File: config.mk
export PLATFORM = sky130hd
export DESIGN_NAME = calcDisplayTop
export DESIGN_NICKNAME = d
export VERILOG_FILES = /design/src/calcPkg.sv /design/src/videoPkg.sv /design/src/calcDisplayTop.sv /design/src/pixelRenderer.sv /design/src/entrySequencer.sv /design/src/layoutDecoder.sv /design/src/glyphRom.sv
export VERILOG_INCLUDE_DIRS = /design/src /design/src/src
export SDC_FILE = /design/constraint.sdc
export NUM_CORES = 1
export LEC_CHECK = 0
export BUFFER_PORTS_ARGS = -buffer_cell sky130_fd_sc_hd__buf_2
export CAP_MARGIN = 0
export CORE_UTILIZATION = 56
export CTS_CLUSTER_SIZE = 14
export DETAILED_ROUTE_END_ITERATION = 8
export PLACE_DENSITY = 0.77
export SLEW_MARGIN = 40
export SYNTH_ARGS = -nofsm -noshare
export SYNTH_HDL_FRONTEND = slang
export SYNTH_SLANG_ARGS = --single-unit
export TNS_END_PERCENT = 1
File: constraint.sdc
create_clock -name pixel_tick -period 3 [get_ports pixel_tick]
set_input_delay 0.75 -clock pixel_tick [delete_from_list [all_inputs] [get_ports pixel_tick]]
set_output_delay 0.75 -clock pixel_tick [all_outputs]
set_load 0.05 [all_outputs]
File: src/calc_config.svh
`ifndef CALC_CONFIG_SVH
`define CALC_CONFIG_SVH

// Glyph cell geometry
`define CELL_SIZE      64         // Side of one glyph cell in pixels
`define CELL_SHIFT     3          // 8 screen pixels per glyph bit

// Keypad placement
`define KEYPAD_LEFT    90         // Left edge of key column 0
`define KEYPAD_TOP     150        // Top edge of key row 0
`define KEY_PITCH_X    128        // Column to column
`define KEY_PITCH_Y    89         // Row to row

// Clear key and result field
`define CLEAR_LEFT     560
`define CLEAR_TOP      150
`define DISPLAY_LEFT   406        // Tens cell left edge
`define DISPLAY_TOP    70
`define DISPLAY_PITCH  128        // Tens cell to units cell

`define CURSOR_HALF    4          // Cursor square is 2*4+1 wide

// Colours
`define COLOR_BLUE     8'hC0      // Glyph foreground
`define COLOR_BLACK    8'h00      // Background
`define COLOR_WHITE    8'hFF      // Cursor

// Glyph codes outside the digits
`define GLYPH_BLANK    103
`define GLYPH_ERROR    69         // ASCII E
`define GLYPH_CLEAR    67         // ASCII C
`define GLYPH_EQUALS   96
`define GLYPH_OP_FIRST 97         // Plus
`define GLYPH_OP_LAST  101        // Percent

`endif
File: src/calcPkg.sv
`default_nettype none
`include "calc_config.svh"

package calcPkg;

   typedef logic [6:0] glyphCode_t;  // Digit value, ASCII letter or symbol code
   typedef logic [6:0] result_t;     // From the external ALU

   typedef struct packed {
      glyphCode_t firstOperand;
      glyphCode_t operatorCode;
      glyphCode_t secondOperand;
   } entry_t;

   typedef enum logic [1:0] {
      entryFirst,                    // Waiting for first digit
      entryOperator,
      entrySecond,
      entryDone                      // Only equals and clear act here
   } entryState_t;

   typedef struct packed {
      glyphCode_t tens;
      glyphCode_t units;
   } displayDigits_t;

   // Key glyphs, index is row*4 + column
   localparam glyphCode_t keypadMap [16] = '{
      7'd1, 7'd2,                    7'd3,                    7'(`GLYPH_EQUALS),
      7'd4, 7'd5,                    7'd6,                    7'(`GLYPH_OP_FIRST),
      7'd7, 7'd8,                    7'd9,                    7'(`GLYPH_OP_FIRST + 1),
      7'd0, 7'(`GLYPH_OP_FIRST + 2), 7'(`GLYPH_OP_FIRST + 3), 7'(`GLYPH_OP_LAST)
   };

   localparam entry_t blankEntry = '{7'(`GLYPH_BLANK), 7'(`GLYPH_BLANK), 7'(`GLYPH_BLANK)};
   localparam displayDigits_t blankDigits = '{7'(`GLYPH_BLANK), 7'(`GLYPH_BLANK)};

endpackage

`default_nettype wire

File: src/videoPkg.sv
`default_nettype none

package videoPkg;

   typedef logic [9:0] coord_t;      // Screen x or y
   typedef logic [7:0] rgb_t;        // 8-bit pixel colour
   typedef logic [3:0] keyIndex_t;   // Row*4 + column
   typedef logic [2:0] glyphIndex_t; // Row or column inside an 8x8 glyph

   typedef struct packed {
      coord_t x;
      coord_t y;
   } screenPos_t;

   typedef enum logic [2:0] {
      regionNone,
      regionKey,                     // One of the 16 keypad cells
      regionClear,
      regionTens,                    // Result field, left cell
      regionUnits                    // Result field, right cell
   } region_t;

   typedef struct packed {
      region_t     region;
      keyIndex_t   keyIndex;         // Valid only for regionKey
      glyphIndex_t glyphRow;
      glyphIndex_t glyphCol;
   } layoutHit_t;

endpackage

`default_nettype wire

File: src/calcDisplayTop.sv
`timescale 1ns/1ps
`default_nettype none

module calcDisplayTop import videoPkg::*, calcPkg::*; (
   input  logic       pixel_tick,
   input  logic       rstN,
   input  screenPos_t mousePos,
   input  logic       mouseClick,    // One-cycle strobe
   input  screenPos_t pixelPos,      // From the VGA sync generator
   input  logic       videoOn,
   input  result_t    aluResult,
   output rgb_t       rgb,
   output entry_t     entry          // Operands and operator to the ALU
);

   layoutHit_t     pixelHit;
   layoutHit_t     mouseHit;
   displayDigits_t digits;
   glyphCode_t     glyphCode;
   glyphIndex_t    glyphRow;
   logic [7:0]     glyphBits;

   // Same layout map for the beam and the mouse
   layoutDecoder pixelDecoder_inst (
      .pos (pixelPos),
      .hit (pixelHit)
   );

   layoutDecoder mouseDecoder_inst (
      .pos (mousePos),
      .hit (mouseHit)
   );

   entrySequencer entrySequencer_inst (
      .pixel_tick (pixel_tick),
      .rstN       (rstN),
      .mouseHit   (mouseHit),
      .mouseClick (mouseClick),
      .aluResult  (aluResult),
      .entry      (entry),
      .digits     (digits)
   );

   pixelRenderer pixelRenderer_inst (
      .pixel_tick (pixel_tick),
      .rstN       (rstN),
      .pixelHit   (pixelHit),
      .pixelPos   (pixelPos),
      .mousePos   (mousePos),
      .videoOn    (videoOn),
      .digits     (digits),
      .glyphCode  (glyphCode),
      .glyphRow   (glyphRow),
      .glyphBits  (glyphBits),
      .rgb        (rgb)
   );

   glyphRom glyphRom_inst (
      .glyphCode (glyphCode),
      .glyphRow  (glyphRow),
      .glyphBits (glyphBits)
   );

endmodule

`default_nettype wire

File: src/pixelRenderer.sv
`timescale 1ns/1ps
`default_nettype none
`include "calc_config.svh"

module pixelRenderer import videoPkg::*, calcPkg::*; (
   input  logic           pixel_tick,
   input  logic           rstN,
   input  layoutHit_t     pixelHit,      // Decoded current pixel
   input  screenPos_t     pixelPos,
   input  screenPos_t     mousePos,
   input  logic           videoOn,
   input  displayDigits_t digits,
   output glyphCode_t     glyphCode,     // Stage 1 ROM address
   output glyphIndex_t    glyphRow,
   input  logic [7:0]     glyphBits,     // ROM line for stage 1 address
   output rgb_t           rgb
);

   glyphCode_t  cellCode;
   logic        cursorHit;
   glyphIndex_t s1Col;
   logic        s1InRegion;
   logic        s1Cursor;
   logic        s1VideoOn;
   logic        glyphPixel;

   // Within CURSOR_HALF on one axis
   function automatic logic nearMouse(input coord_t pixel, input coord_t mouse);
      return int'(pixel) + `CURSOR_HALF >= int'(mouse)
             && int'(pixel) <= int'(mouse) + `CURSOR_HALF;
   endfunction

   always_comb begin
      case (pixelHit.region)
         regionKey:   cellCode = keypadMap[pixelHit.keyIndex];
         regionClear: cellCode = 7'(`GLYPH_CLEAR);
         regionTens:  cellCode = digits.tens;
         regionUnits: cellCode = digits.units;
         default:     cellCode = 7'(`GLYPH_BLANK);   // Background
      endcase
   end

   assign cursorHit = nearMouse(pixelPos.x, mousePos.x) && nearMouse(pixelPos.y, mousePos.y);

   // Stage 1 flags
   always_ff @(posedge pixel_tick or negedge rstN) begin
      if (!rstN) begin
         s1VideoOn  <= 1'b0;
         s1Cursor   <= 1'b0;
         s1InRegion <= 1'b0;
      end else begin
         s1VideoOn  <= videoOn;
         s1Cursor   <= cursorHit;
         s1InRegion <= pixelHit.region != regionNone;
      end
   end

   // Stage 1 glyph address
   always_ff @(posedge pixel_tick) begin
      glyphCode <= cellCode;
      glyphRow  <= pixelHit.glyphRow;
      s1Col     <= pixelHit.glyphCol;
   end

   assign glyphPixel = glyphBits[3'd7 - s1Col];   // MSB is left

   // Stage 2 colour, cursor on top of glyphs
   always_ff @(posedge pixel_tick or negedge rstN) begin
      if (!rstN) begin
         rgb <= `COLOR_BLACK;
      end else if (!s1VideoOn) begin
         rgb <= `COLOR_BLACK;                       // Blanking interval
      end else if (s1Cursor) begin
         rgb <= `COLOR_WHITE;
      end else if (s1InRegion && glyphPixel) begin
         rgb <= `COLOR_BLUE;
      end else begin
         rgb <= `COLOR_BLACK;
      end
   end

endmodule

`default_nettype wire

File: src/entrySequencer.sv
`timescale 1ns/1ps
`default_nettype none
`include "calc_config.svh"

module entrySequencer import videoPkg::*, calcPkg::*; (
   input  logic           pixel_tick,
   input  logic           rstN,
   input  layoutHit_t     mouseHit,      // Decoded mouse position
   input  logic           mouseClick,    // One-cycle strobe
   input  result_t        aluResult,
   output entry_t         entry,         // To the ALU
   output displayDigits_t digits         // Result field contents
);

   entryState_t state;
   glyphCode_t  keyCode;
   logic        keyIsDigit;
   logic        keyIsOperator;
   logic        keyIsEquals;

   assign keyCode       = keypadMap[mouseHit.keyIndex];
   assign keyIsDigit    = keyCode <= 7'd9;
   assign keyIsOperator = keyCode >= 7'(`GLYPH_OP_FIRST) && keyCode <= 7'(`GLYPH_OP_LAST);
   assign keyIsEquals   = keyCode == 7'(`GLYPH_EQUALS);

   always_ff @(posedge pixel_tick or negedge rstN) begin
      if (!rstN) begin
         state  <= entryFirst;
         entry  <= blankEntry;
         digits <= blankDigits;
      end else if (mouseClick && mouseHit.region == regionClear) begin
         state  <= entryFirst;           // Same as reset
         entry  <= blankEntry;
         digits <= blankDigits;
      end else if (mouseClick && mouseHit.region == regionKey) begin
         if (keyIsEquals) begin          // Any state, state kept
            if (entry.secondOperand != 7'(`GLYPH_BLANK)) begin
               digits.units <= glyphCode_t'(aluResult % 7'd10);
               digits.tens  <= glyphCode_t'((aluResult % 7'd100) / 7'd10);
            end else begin
               digits.units <= 7'(`GLYPH_ERROR); // Incomplete expression
            end
         end else begin
            case (state)
               entryFirst: begin
                  if (keyIsDigit) begin
                     entry.firstOperand <= keyCode;
                     digits.units       <= keyCode;  // Echo
                     state              <= entryOperator;
                  end
               end
               entryOperator: begin
                  if (keyIsOperator) begin
                     entry.operatorCode <= keyCode;
                     digits.units       <= keyCode;
                     state              <= entrySecond;
                  end
               end
               entrySecond: begin
                  if (keyIsDigit) begin
                     entry.secondOperand <= keyCode;
                     digits.units        <= keyCode;
                     state               <= entryDone;
                  end
               end
               default: ;                // Done, wait for equals or clear
            endcase
         end
      end
   end

endmodule

`default_nettype wire

File: src/layoutDecoder.sv
`timescale 1ns/1ps
`default_nettype none
`include "calc_config.svh"

module layoutDecoder import videoPkg::*; (
   input  screenPos_t pos,           // Pixel or mouse position
   output layoutHit_t hit
);

   logic       keyColHit;
   logic       keyRowHit;
   logic [1:0] keyCol;
   logic [1:0] keyRow;
   coord_t     keyLeft;
   coord_t     keyTop;
   coord_t     cellLeft;             // Origin of whatever cell was hit
   coord_t     cellTop;

   // Half-open span of one cell
   function automatic logic inSpan(input coord_t value, input int start);
      return int'(value) >= start && int'(value) < start + `CELL_SIZE;
   endfunction

   always_comb begin
      keyColHit = 1'b0;
      keyCol    = '0;
      keyLeft   = '0;
      for (int c = 0; c < 4; c++) begin
         if (inSpan(pos.x, `KEYPAD_LEFT + c * `KEY_PITCH_X)) begin
            keyColHit = 1'b1;
            keyCol    = 2'(c);
            keyLeft   = coord_t'(`KEYPAD_LEFT + c * `KEY_PITCH_X);
         end
      end
   end

   always_comb begin
      keyRowHit = 1'b0;
      keyRow    = '0;
      keyTop    = '0;
      for (int r = 0; r < 4; r++) begin
         if (inSpan(pos.y, `KEYPAD_TOP + r * `KEY_PITCH_Y)) begin
            keyRowHit = 1'b1;
            keyRow    = 2'(r);
            keyTop    = coord_t'(`KEYPAD_TOP + r * `KEY_PITCH_Y);
         end
      end
   end

   always_comb begin
      hit.region   = regionNone;
      hit.keyIndex = {keyRow, keyCol};     // Row-major
      cellLeft     = '0;
      cellTop      = '0;
      if (keyColHit && keyRowHit) begin
         hit.region = regionKey;
         cellLeft   = keyLeft;
         cellTop    = keyTop;
      end else if (inSpan(pos.x, `CLEAR_LEFT) && inSpan(pos.y, `CLEAR_TOP)) begin
         hit.region = regionClear;
         cellLeft   = coord_t'(`CLEAR_LEFT);
         cellTop    = coord_t'(`CLEAR_TOP);
      end else if (inSpan(pos.x, `DISPLAY_LEFT) && inSpan(pos.y, `DISPLAY_TOP)) begin
         hit.region = regionTens;
         cellLeft   = coord_t'(`DISPLAY_LEFT);
         cellTop    = coord_t'(`DISPLAY_TOP);
      end else if (inSpan(pos.x, `DISPLAY_LEFT + `DISPLAY_PITCH)
                   && inSpan(pos.y, `DISPLAY_TOP)) begin
         hit.region = regionUnits;
         cellLeft   = coord_t'(`DISPLAY_LEFT + `DISPLAY_PITCH);
         cellTop    = coord_t'(`DISPLAY_TOP);
      end
      // Offset inside the cell, scaled down to glyph bits
      hit.glyphRow = glyphIndex_t'((pos.y - cellTop) >> `CELL_SHIFT);
      hit.glyphCol = glyphIndex_t'((pos.x - cellLeft) >> `CELL_SHIFT);
   end

endmodule

`default_nettype wire

File: src/glyphRom.sv
`timescale 1ns/1ps
`default_nettype none
`include "calc_config.svh"

module glyphRom import videoPkg::*, calcPkg::*; (
   input  glyphCode_t  glyphCode,
   input  glyphIndex_t glyphRow,     // 0 is the top row
   output logic [7:0]  glyphBits     // Bit 7 is the leftmost pixel
);

   logic [63:0] bitmap;              // Top row in the high byte

   always_comb begin
      case (glyphCode)
         7'd0:                  bitmap = 64'h3C666E7666663C00;
         7'd1:                  bitmap = 64'h1838181818187E00;
         7'd2:                  bitmap = 64'h3C66060C30607E00;
         7'd3:                  bitmap = 64'h3C66061C06663C00;
         7'd4:                  bitmap = 64'h0C1C3C6C7E0C0C00;
         7'd5:                  bitmap = 64'h7E607C0606663C00;
         7'd6:                  bitmap = 64'h3C607C6666663C00;
         7'd7:                  bitmap = 64'h7E060C1830303000;
         7'd8:                  bitmap = 64'h3C66663C66663C00;
         7'd9:                  bitmap = 64'h3C66663E060C3800;
         7'(`GLYPH_CLEAR):      bitmap = 64'h3C66606060663C00;
         7'(`GLYPH_ERROR):      bitmap = 64'h7E60607C60607E00;
         7'(`GLYPH_EQUALS):     bitmap = 64'h00007E007E000000;
         7'(`GLYPH_OP_FIRST):   bitmap = 64'h0018187E18180000; // Plus
         7'(`GLYPH_OP_FIRST + 1): bitmap = 64'h0000007E00000000; // Minus
         7'(`GLYPH_OP_FIRST + 2): bitmap = 64'h00663CFF3C660000; // Times
         7'(`GLYPH_OP_FIRST + 3): bitmap = 64'h02060C1830604000; // Divide
         7'(`GLYPH_OP_LAST):    bitmap = 64'h62660C1830664600; // Percent
         default:               bitmap = 64'h0;                // Blank and unused codes
      endcase
   end

   // Pick one 8-pixel line
   assign glyphBits = bitmap[8 * (3'd7 - glyphRow) +: 8];

endmodule

`default_nettype wire

# Word level (Yosys, flattened, before mapping)
# Memory sizes are Yosys's and may differ from the RTL's.
# Cells that the tools add are included.
[totals] rom_bits=224 out_inout_bits=29 in_bits=51 wordCells=264 reg_bits=61 mem_count=2
[mem_list] memory="(name not given)" depth=16 word_bits=7 read_ports=1 rd_ports_with_merged_regs=0 write_ports=0 line="pixelRenderer.sv:35" rtl="regionKey: cellCode = keypadMap[pixelHit.keyIndex];"
[mem_list] memory="(name not given)" depth=16 word_bits=7 read_ports=1 rd_ports_with_merged_regs=0 write_ports=0 line="entrySequencer.sv:21" rtl="assign keyCode = keypadMap[mouseHit.keyIndex];"
[classes] add_sub_neg=8 muxes=85 n_bitwise=2 n_eq_ne=33 n_reduce_logical=59 shift=1 div=3 order_cmp=58
[ops] cell="63-bit one-hot mux with 18 select lines" count=1
[ops] cell="10-bit by 9-bit < comparator with 1-bit output (second input constant)" count=12
[ops] cell="10-bit by 9-bit greater-or-equal comparator with 1-bit output (second input constant)" count=10
[ops] cell="7-bit 2-to-1 mux" count=13
[ops] cell="6-bit 2-to-1 mux" count=12
[ops] cell="32-bit by 11-bit greater-or-equal comparator with 1-bit output" count=2
[ops] cell="64-bit by 33-bit indexed part select with 8-bit output" count=1
[ops] cell="7-bit == test (second input constant)" count=9
[ops] cell="21-bit 2-to-1 mux" count=3
[ops] cell="10-bit by 8-bit greater-or-equal comparator with 1-bit output (second input constant)" count=6
[ops] cell="10-bit < comparator (second input constant)" count=6
[ops] cell="10-bit by 8-bit < comparator with 1-bit output (second input constant)" count=6
[ops] cell="10-bit by 3-bit adder with 11-bit output (second input constant)" count=4
[ops] cell="10-bit greater-or-equal comparator (second input constant)" count=4
[ops] cell="10-bit by 7-bit greater-or-equal comparator with 1-bit output (second input constant)" count=4
[ops] cell="1-bit logical AND" count=39
[ops] cell="7-bit by 3-bit == test with 1-bit output (second input constant)" count=4
[ops] cell="14-bit 2-to-1 mux" count=2
[ops] cell="2-bit 2-to-1 mux" count=14
[ops] cell="7-bit one-hot mux with 4 select lines" count=1
[ops] cell="3-bit 2-to-1 mux" count=9
[ops] cell="8-bit 2-to-1 mux" count=3
[ops] cell="10-bit by 11-bit less-or-equal comparator with 1-bit output" count=2
[ops] cell="1-bit 2-to-1 mux" count=21
[ops] cell="other kinds (37)" count=61

# Longest topological paths before layout
# Gate-level depths: netlist of the first run.
[logic_depth] depth_word=16 depth_mapped=16 depth_no_buf=15

# Cells and area by module
# Synthesis of the first run repeated with hierarchy kept, for this count alone.
[unflattened] cells_unflattened=1040 area_unflattened_um2=8175.3
[by_module_without_submodules] mod="entrySequencer" area_per_inst_um2=2783.9 n_inst=1 seq_area_each_um2=752.0 cells_each=307
[by_module_without_submodules] mod="pixelRenderer" area_per_inst_um2=2163.3 n_inst=1 seq_area_each_um2=385.4 cells_each=255
[by_module_without_submodules] mod="layoutDecoder" area_per_inst_um2=873.3 n_inst=2 seq_area_each_um2=0.0 cells_each=116
[by_module_without_submodules] mod="glyphRom" area_per_inst_um2=1481.4 n_inst=1 seq_area_each_um2=0.0 cells_each=246

# Least setup slack after synthesis of the first run
# Ideal clock, no wire load.
[synth_path] path_type="input to register" from="in mousePos[12] (netlist name)" to="reg entrySequencer_inst.digits[6] (netlist name)" stages=13 t_required_ps=2918 setup_slack_ps=-1029 setup_time_ps=82 arrival_ps=3947 cell_sequence="ha_1 a211o_1 a31oi_1 inv_1 o22ai_1 ha_1 nor3_1 nand2_1 a2111o_1 a211oi_4 nor2_1 a21oi_4 mux2_2"
[synth_via] elab_chain_len=14 elab_cells_between_ends=60 cone_classes="order compare (17); eq/ne (5); mux (19); bitwise (1); reduce/logical (17); memory (1)"
[synth_rtl] element="from (decl)" line="calcDisplayTop.sv:7" rtl="input screenPos_t mousePos,"
[synth_rtl] element="branches (longest 14 deep; another with 10-bit by 8-bit greater-or-equal comparator with 1-bit output)"
# Parallel ways; which one is timed is not known. The select of a mux whose other input is x is not followed.
# A chain may end at the register's enable or synchronous reset.

# Final worst setup path of the first run
[layout_path] from="in mousePos[13] (netlist name)" to="reg entrySequencer_inst.digits[3] (netlist name)"
[layout_via] elab_chain_len=14 elab_cells_between_ends=60 cone_classes="order compare (17); eq/ne (5); mux (19); bitwise (1); reduce/logical (17); memory (1)"
[layout_rtl] element="branches (longest 14 deep; another with 10-bit by 8-bit greater-or-equal comparator with 1-bit output)"
# Parallel ways; which one is timed is not known. The select of a mux whose other input is x is not followed.

==> results of run 1 <==
==> logic make-up (layout without fill, tap and decap cells) <==
family / after synthesis / after routing / share of synthesized area (%)
simple gates: 335 / 335 / 23.3
compound gates: 314 / 314 / 29.7
buf+inv: 127 / 393 / 7.43
fa+ha+maj: 84 / 84 / 14.2
xor+xnor: 47 / 47 / 5.65
flops: 47 / 47 / 15.6
mux: 28 / 28 / 4.10
other cells: 1 / 3 / 0.0514
==> final cells by class <==
type | count | area share (%)
multi-input combinational | 811 | 59.3
timing repair buffer | 315 | 22.5
sequential | 47 | 11.4
inverter | 70 | 2.64
tap | 172 | 2.16
clock buffer | 5 | 1.26
clock inverter | 3 | 0.679
==> flip-flops by register name (all words and copies together), names as in the netlist, 2 cells and up <==
register and count:
entrySequencer_inst.entry 15, entrySequencer_inst.state 2, pixelRenderer_inst.s1Col 3, pixelRenderer_inst.glyphCode 7, pixelRenderer_inst.rgb 2, pixelRenderer_inst.glyphRow 3, entrySequencer_inst.digits 12
==> metal layers <==
| metal | global-route usage [%] | up-vias | wire (um) |
|---|---|---|---|
| met5 | 0 | - | 0 |
| met4 | 10.9 | 0 | 644 |
| met3 | 4.83 | 84 | 1810 |
| met2 | 64.1 | 431 | 12000 |
| met1 | 43.2 | 4140 | 9800 |
| li1 | - | 4122 | - |
==> power by group through the flow <==
stage | Combinational, mW | Clock, mW | Sequential, mW
floorplan | 0.833 | 0 | 0.746
global placement | 1.30 | 0 | 0.769
detailed placement | 1.34 | 0 | 0.773
CTS | 1.38 | 0.728 | 0.762
global route | 1.56 | 0.755 | 0.774
finish | 1.44 | 0.727 | 0.765
==> cell usage in the layout (no fill, tap or decap), types with 6 or more instances in the layout <==
cell type and count:
nor4_1 8, ha_1 75, a31oi_1 12, nor3_1 21, a22oi_1 9, dfstp_2 21
xor2_1 11, a21o_1 27, buf_4 233, nand2b_1 20, nand4_1 14, a221oi_1 6
o21a_1 9, or3_1 9, xnor2_1 35, a21oi_1 65, nor2_1 86, a211o_1 8
o22ai_1 11, o211ai_1 9, a21oi_2 7, dfxtp_1 13, mux2i_1 11, a211oi_1 17
o31ai_1 6, dfrtp_1 13, nand3_1 32, nand2_1 69, inv_1 66, nor2b_1 17
mux2_2 10, or2_2 7, o21ai_0 54, and2_1 6, buf_2 73, and3_1 7
==> cell usage after synthesis (14+ instances only) <==
library cell   n
nor2_1        89
clkbuf_1      33
nand4_1       14
xnor2_1       36
a21o_1        27
a211oi_1      20
inv_1         68
nor3_1        23
o21ai_0       56
nand2_1       71
nor2b_1       18
a21oi_1       72
nand2b_1      20
dfstp_2       21
nand3_1       33
ha_1          79
==> final timing paths <==
kind,start,to,slack (ns),depth (start not counted)
worst min register to register,entrySequencer_inst.entry[9],entrySequencer_inst.entry[9],0.46,2
min in group pixel_tick,entrySequencer_inst.entry[9],entrySequencer_inst.entry[9],0.46,2
max in group asynchronous,rstN,entrySequencer_inst.entry[15],2.23,1
worst min-delay path,rstN,pixelRenderer_inst.s1InRegion,0.41,1
worst max register to register,pixelRenderer_inst.glyphCode[5],pixelRenderer_inst.rgb[6],0.27,9
worst max-delay path,mousePos[13],entrySequencer_inst.digits[3],-0.79,17
==> metrics by stage <==
stage               power [mW]  cell area, sq um
finish                    2.94              9950
global route              3.09              9950
CTS                       2.87              9840
detailed placement        2.11              9490
global placement          2.07              9490
floorplan                 1.58              7380
==> timing repair <==
item                                    4_1_cts  5_1_grt
pin swaps                                    12       11
resized for setup                            30       21
endpoints found under the setup margin       34       39
buffers inserted                              4        0
==> reports/results.ini, run 1 <==
[status]
status=complete, but fails checks
violations=negative setup slack

[routing]
vias=8777
routed_via_density=6.17
wl_um=24300
ant_nets=0
drc=0
firstDrtPassIters=5
drt_iter0_drc=843
routedWlPerCell_um=17.1

[sta]
rsz0062_at_grt=true
hold_ws_ns=0.410
tns_ns=-19.25
worst_slew_pin_slew_ns=0.676
period_share_pct=126
worst_slew_margin_rel_pct=54.8
fmax_ghz=0.264
setup_viol=34
finalHoldViolCount=0
layout_setup_ws_ns=-0.785
min_period_ns=3.79
finalMaxSlewViolations=0
finClkSkew_ns=0.00767

[pwr]
pwr-share-clk_pct=24.8
p_int_mw=1.83
p_seq_share_pct=26.1
p_sw_share_pct=37.8
vdd_drop_max_v=0.000275
total_leakage_power_nw=4.70
switchingPower_mw=1.11
pwr-share-comb_pct=49.2
powerDensity_nw_per_um2=295

[run]
max_cap_viol_count=0

[grt]
grt_pass1_wl_um=38500
grt_use_total_pct=35.4
grt_max_degree=35
grt-ovfl-total=0
antenna_found_initial=0
grt_pass1_vias=8201

[setup_path]
required_ns=3.21
critPathSlowestCell=a2111o_1
worst_setup_path_end_kind=flop
cp_max_fo=5
critPathArrivalTime_ns=4.00
critPathTopFamily=compound AO/OA/AOI/OAI gates
slowest_delay_ns=0.49
startpoint_type=input port
cp_cell_sequence=buf_8 -> ha_4 -> buf_4 -> a211oi_4 -> a211oi_2 -> o21ai_1 -> o211a_4 -> ha_4 -> nor3_4 -> nand2_2 -> a2111o_1 -> a211oi_4 -> buf_4 -> nor2_4 -> a21oi_4 -> buf_6 -> mux2i_2
worst-setup-path-type=input port to flop
path_buf_inv=4

[yosys]
syn_area_sq_um=7290
ys_seq_elements=47
synthArstFlopShare_pct=72.3
yosysUniqueCellTypes=88
syn_inst=983
synth_seq_area_share_pct=15.6
yosys-top-cells-area=ha_1, dfstp_2, a21oi_1, nor2_1, dfrtp_1
synth-edff-count=0
synth_top_area_share_pct=13.6
synth_ff_type=dfstp_2
syn_area_per_cell_sq_um=7.42
ys.warnings.count=0
yosys.area.top_type=ha_1

[cells_and_area]
fin_util_pct=78.6
seq_area_sq_um=1140
fin_cells=1423
final_nets=1380
syn_to_final_growth_pct=36.5
n_fill_cell=869
diodes=0
multiInputGateArea_sq_um=5900
drive_gt1_share_pct=33.9

[clocking]
cts.sinks=47
tritoncts=yes
path_clk_slew_ns=0.06
root_buffer=clkbuf_16
clk_path_buf_depth=2
htreeDepth=2
clk_latency_ns=0.29
numCtsBuffers=5
cts_hold_buf=0

[place]
post-place-ws_ns=-1.09
hpwl_um=17800
place.gp.congestion=1.07
port_buffers=76
post-place-cells=1411

[floorplanning]
rows=41
die_h_um=116
design.die.area_sq_um=13500
io_pins=80
core_area_sq_um=12700
start_util_pct=57.5
die_width_um=116

[min_path]
hp-class=input port to asynchronous set/reset pin

Note: power is estimated with default switching activity, not from simulation.
==> run 2, diff against run 1 <==
--- a/config.mk
+++ b/config.mk
@@ -8,10 +8,10 @@
 export LEC_CHECK = 0
 export BUFFER_PORTS_ARGS = -buffer_cell sky130_fd_sc_hd__buf_2
 export CAP_MARGIN = 0
-export CORE_UTILIZATION = 56
+export CORE_UTILIZATION = 49
 export CTS_CLUSTER_SIZE = 14
 export DETAILED_ROUTE_END_ITERATION = 8
-export PLACE_DENSITY = 0.77
+export PLACE_DENSITY_LB_ADDON = 0.2
 export SLEW_MARGIN = 40
 export SYNTH_ARGS = -nofsm -noshare
 export SYNTH_HDL_FRONTEND = slang
==> run 2 against run 1 <==
Compared with the run above:
- the run still ends with negative setup slack left
- core utilization is 9.2 points lower
- hold slack got worse by 0.0064 ns
- global-route usage is 5.5 points lower
- first-iteration DRC count decreased by 32%
- fmax up 3.3%
- sequential share of layout area decreased by 0.14 points
- clock-buffer cell count rose by 1
==> reports/results.ini, run 2 (synthesis gave the netlist of run 1 again) <==
[routing]
wl_um=22900
drc=0
ant_nets=0
routedWlPerCell_um=15.8
vias=8441
firstDrtPassIters=6
routed_via_density=5.82
drt_iter0_drc=577

[sta]
layout_setup_ws_ns=-0.664
setup_viol=33
rsz0062_at_grt=true
finalMaxSlewViolations=0
fmax_ghz=0.273
hold_ws_ns=0.404
min_period_ns=3.66
worst_slew_margin_rel_pct=50.2
finalHoldViolCount=0
finClkSkew_ns=0.00889
period_share_pct=122
worst_slew_pin_slew_ns=0.728

[cells_and_area]
syn_to_final_growth_pct=38.2
final_nets=1395
largest-register=entrySequencer_inst.entry
drive_gt1_share_pct=35.4
final_area_sq_um=10100
fin_util_pct=69.3
diodes=0
final_cell_mix=buf_4, nor2_1, ha_1, buf_2, nand2_1
final_common_cell=buf_4
top_regs=entrySequencer_inst.entry: 15 flops, entrySequencer_inst.digits: 12 flops, pixelRenderer_inst.glyphCode: 7 flops
largest_reg_flops=15

[place]
place.gp.congestion=0.986
post-place-ws_ns=-1.02
port_buffers=76
hpwl_um=17900
placed_cell_area_sq_um=9580

[setup_path]
r2r_slack_ns=0.32
startpoint_type=input port
critPathArrivalTime_ns=3.88
worst_setup_path_end_kind=flop
required_ns=3.22
worst-setup-path-type=input port to flop
cp_max_fo=4
ff2ff_path_depth=10

[grt]
antenna_found_initial=0
grt_use_total_pct=29.8
grt_pass1_vias=7974
grt-ovfl-total=0
grt_pass1_wl_um=36800
grt_max_degree=35

[floorplanning]
rows=44
design.die.area_sq_um=15400
die_h_um=124
die_width_um=124
core_area_sq_um=14500
start_util_pct=50.2
io_pins=80

[clocking]
cts_hold_buf=0
cts.sinks=47
htreeDepth=2
clk_path_buf_depth=2
path_clk_slew_ns=0.07
tritoncts=yes
root_buffer=clkbuf_16
numCtsBuffers=5
clk_latency_ns=0.29

[pwr]
powerDensity_nw_per_um2=271
total_power_mw=2.73
vdd_drop_max_v=0.000227
total_leakage_power_nw=4.74

[status]
status=complete, but fails checks
violations=negative setup slack

[min_path]
hp-class=input port to asynchronous set/reset pin

[run]
max_cap_viol_count=0

## run 2: area by class of cell
class | count | area, sq um
fill | 1231 | 4460
timing repair buffer | 330 | 2360
multi-input combinational | 811 | 5950
sequential | 47 | 1140
tap | 184 | 230
clock buffer | 6 | 129
clock inverter | 2 | 12.5
inverter | 70 | 263
## run 2: report_power, final
group          total (mW)  internal, mW  switching [mW]
clock network       0.539         0.308           0.231
logic                1.43         0.665           0.768
registers           0.758         0.693          0.0658
total                2.73          1.66            1.07
## run 2: repair_timing
action | 4_1_cts | 5_1_grt
setup endpoints to repair | 37 | 39
setup buffers | 6 | 1
gates resized for setup | 36 | 30
pin swaps | 14 | 16
## run 2: per-stage QoR
| step | std cells | setup TNS, ns |
|---|---|---|
| global placement | 1435 | -28.10 |
| detailed placement | 1435 | -32.51 |
| global route | 1450 | -21.47 |
| floorplan | 985 | -17.36 |
| finish | 1450 | -17.25 |
| CTS | 1449 | -14.36 |
## run 2: layer usage
metal / part of all wire [%] / global-route usage, % / vias to the layer above / routed length, um
met5: 0 / 0 / - / 0
met4: 1.5 / 6.32 / 0 / 348
met3: 5.3 / 3.25 / 38 / 1210
li1: - / - / 4157 / -
met2: 48 / 52.7 / 304 / 11000
met1: 45 / 38.9 / 3942 / 10300
## run 2: critical path, cell delays in order
cell and delay, ns:
buf_6 0.11, buf_6 0.11, nand4bb_1 0.18, nor3_2 0.30, buf_4 0.17, o21ai_2 0.06, o211a_4 0.18, ha_4 0.23
nor3_4 0.20, nand2_2 0.09, a2111o_1 0.48, a211oi_4 0.25, buf_6 0.14, nor2_2 0.05, a21oi_4 0.25, buf_6 0.15
mux2i_1 0.18
## run 2: worst paths after layout
| path | endpoint | from |
|---|---|---|
| max | entrySequencer_inst.digits[2] | mousePos[12] |
| min | pixelRenderer_inst.s1VideoOn | rstN |
| max reg2reg | pixelRenderer_inst.rgb[6] | pixelRenderer_inst.glyphCode[3] |
| min reg2reg | entrySequencer_inst.digits[0] | entrySequencer_inst.digits[0] |
| max in group asynchronous | entrySequencer_inst.digits[9] | rstN |
| min in group pixel_tick | entrySequencer_inst.digits[0] | entrySequencer_inst.digits[0] |
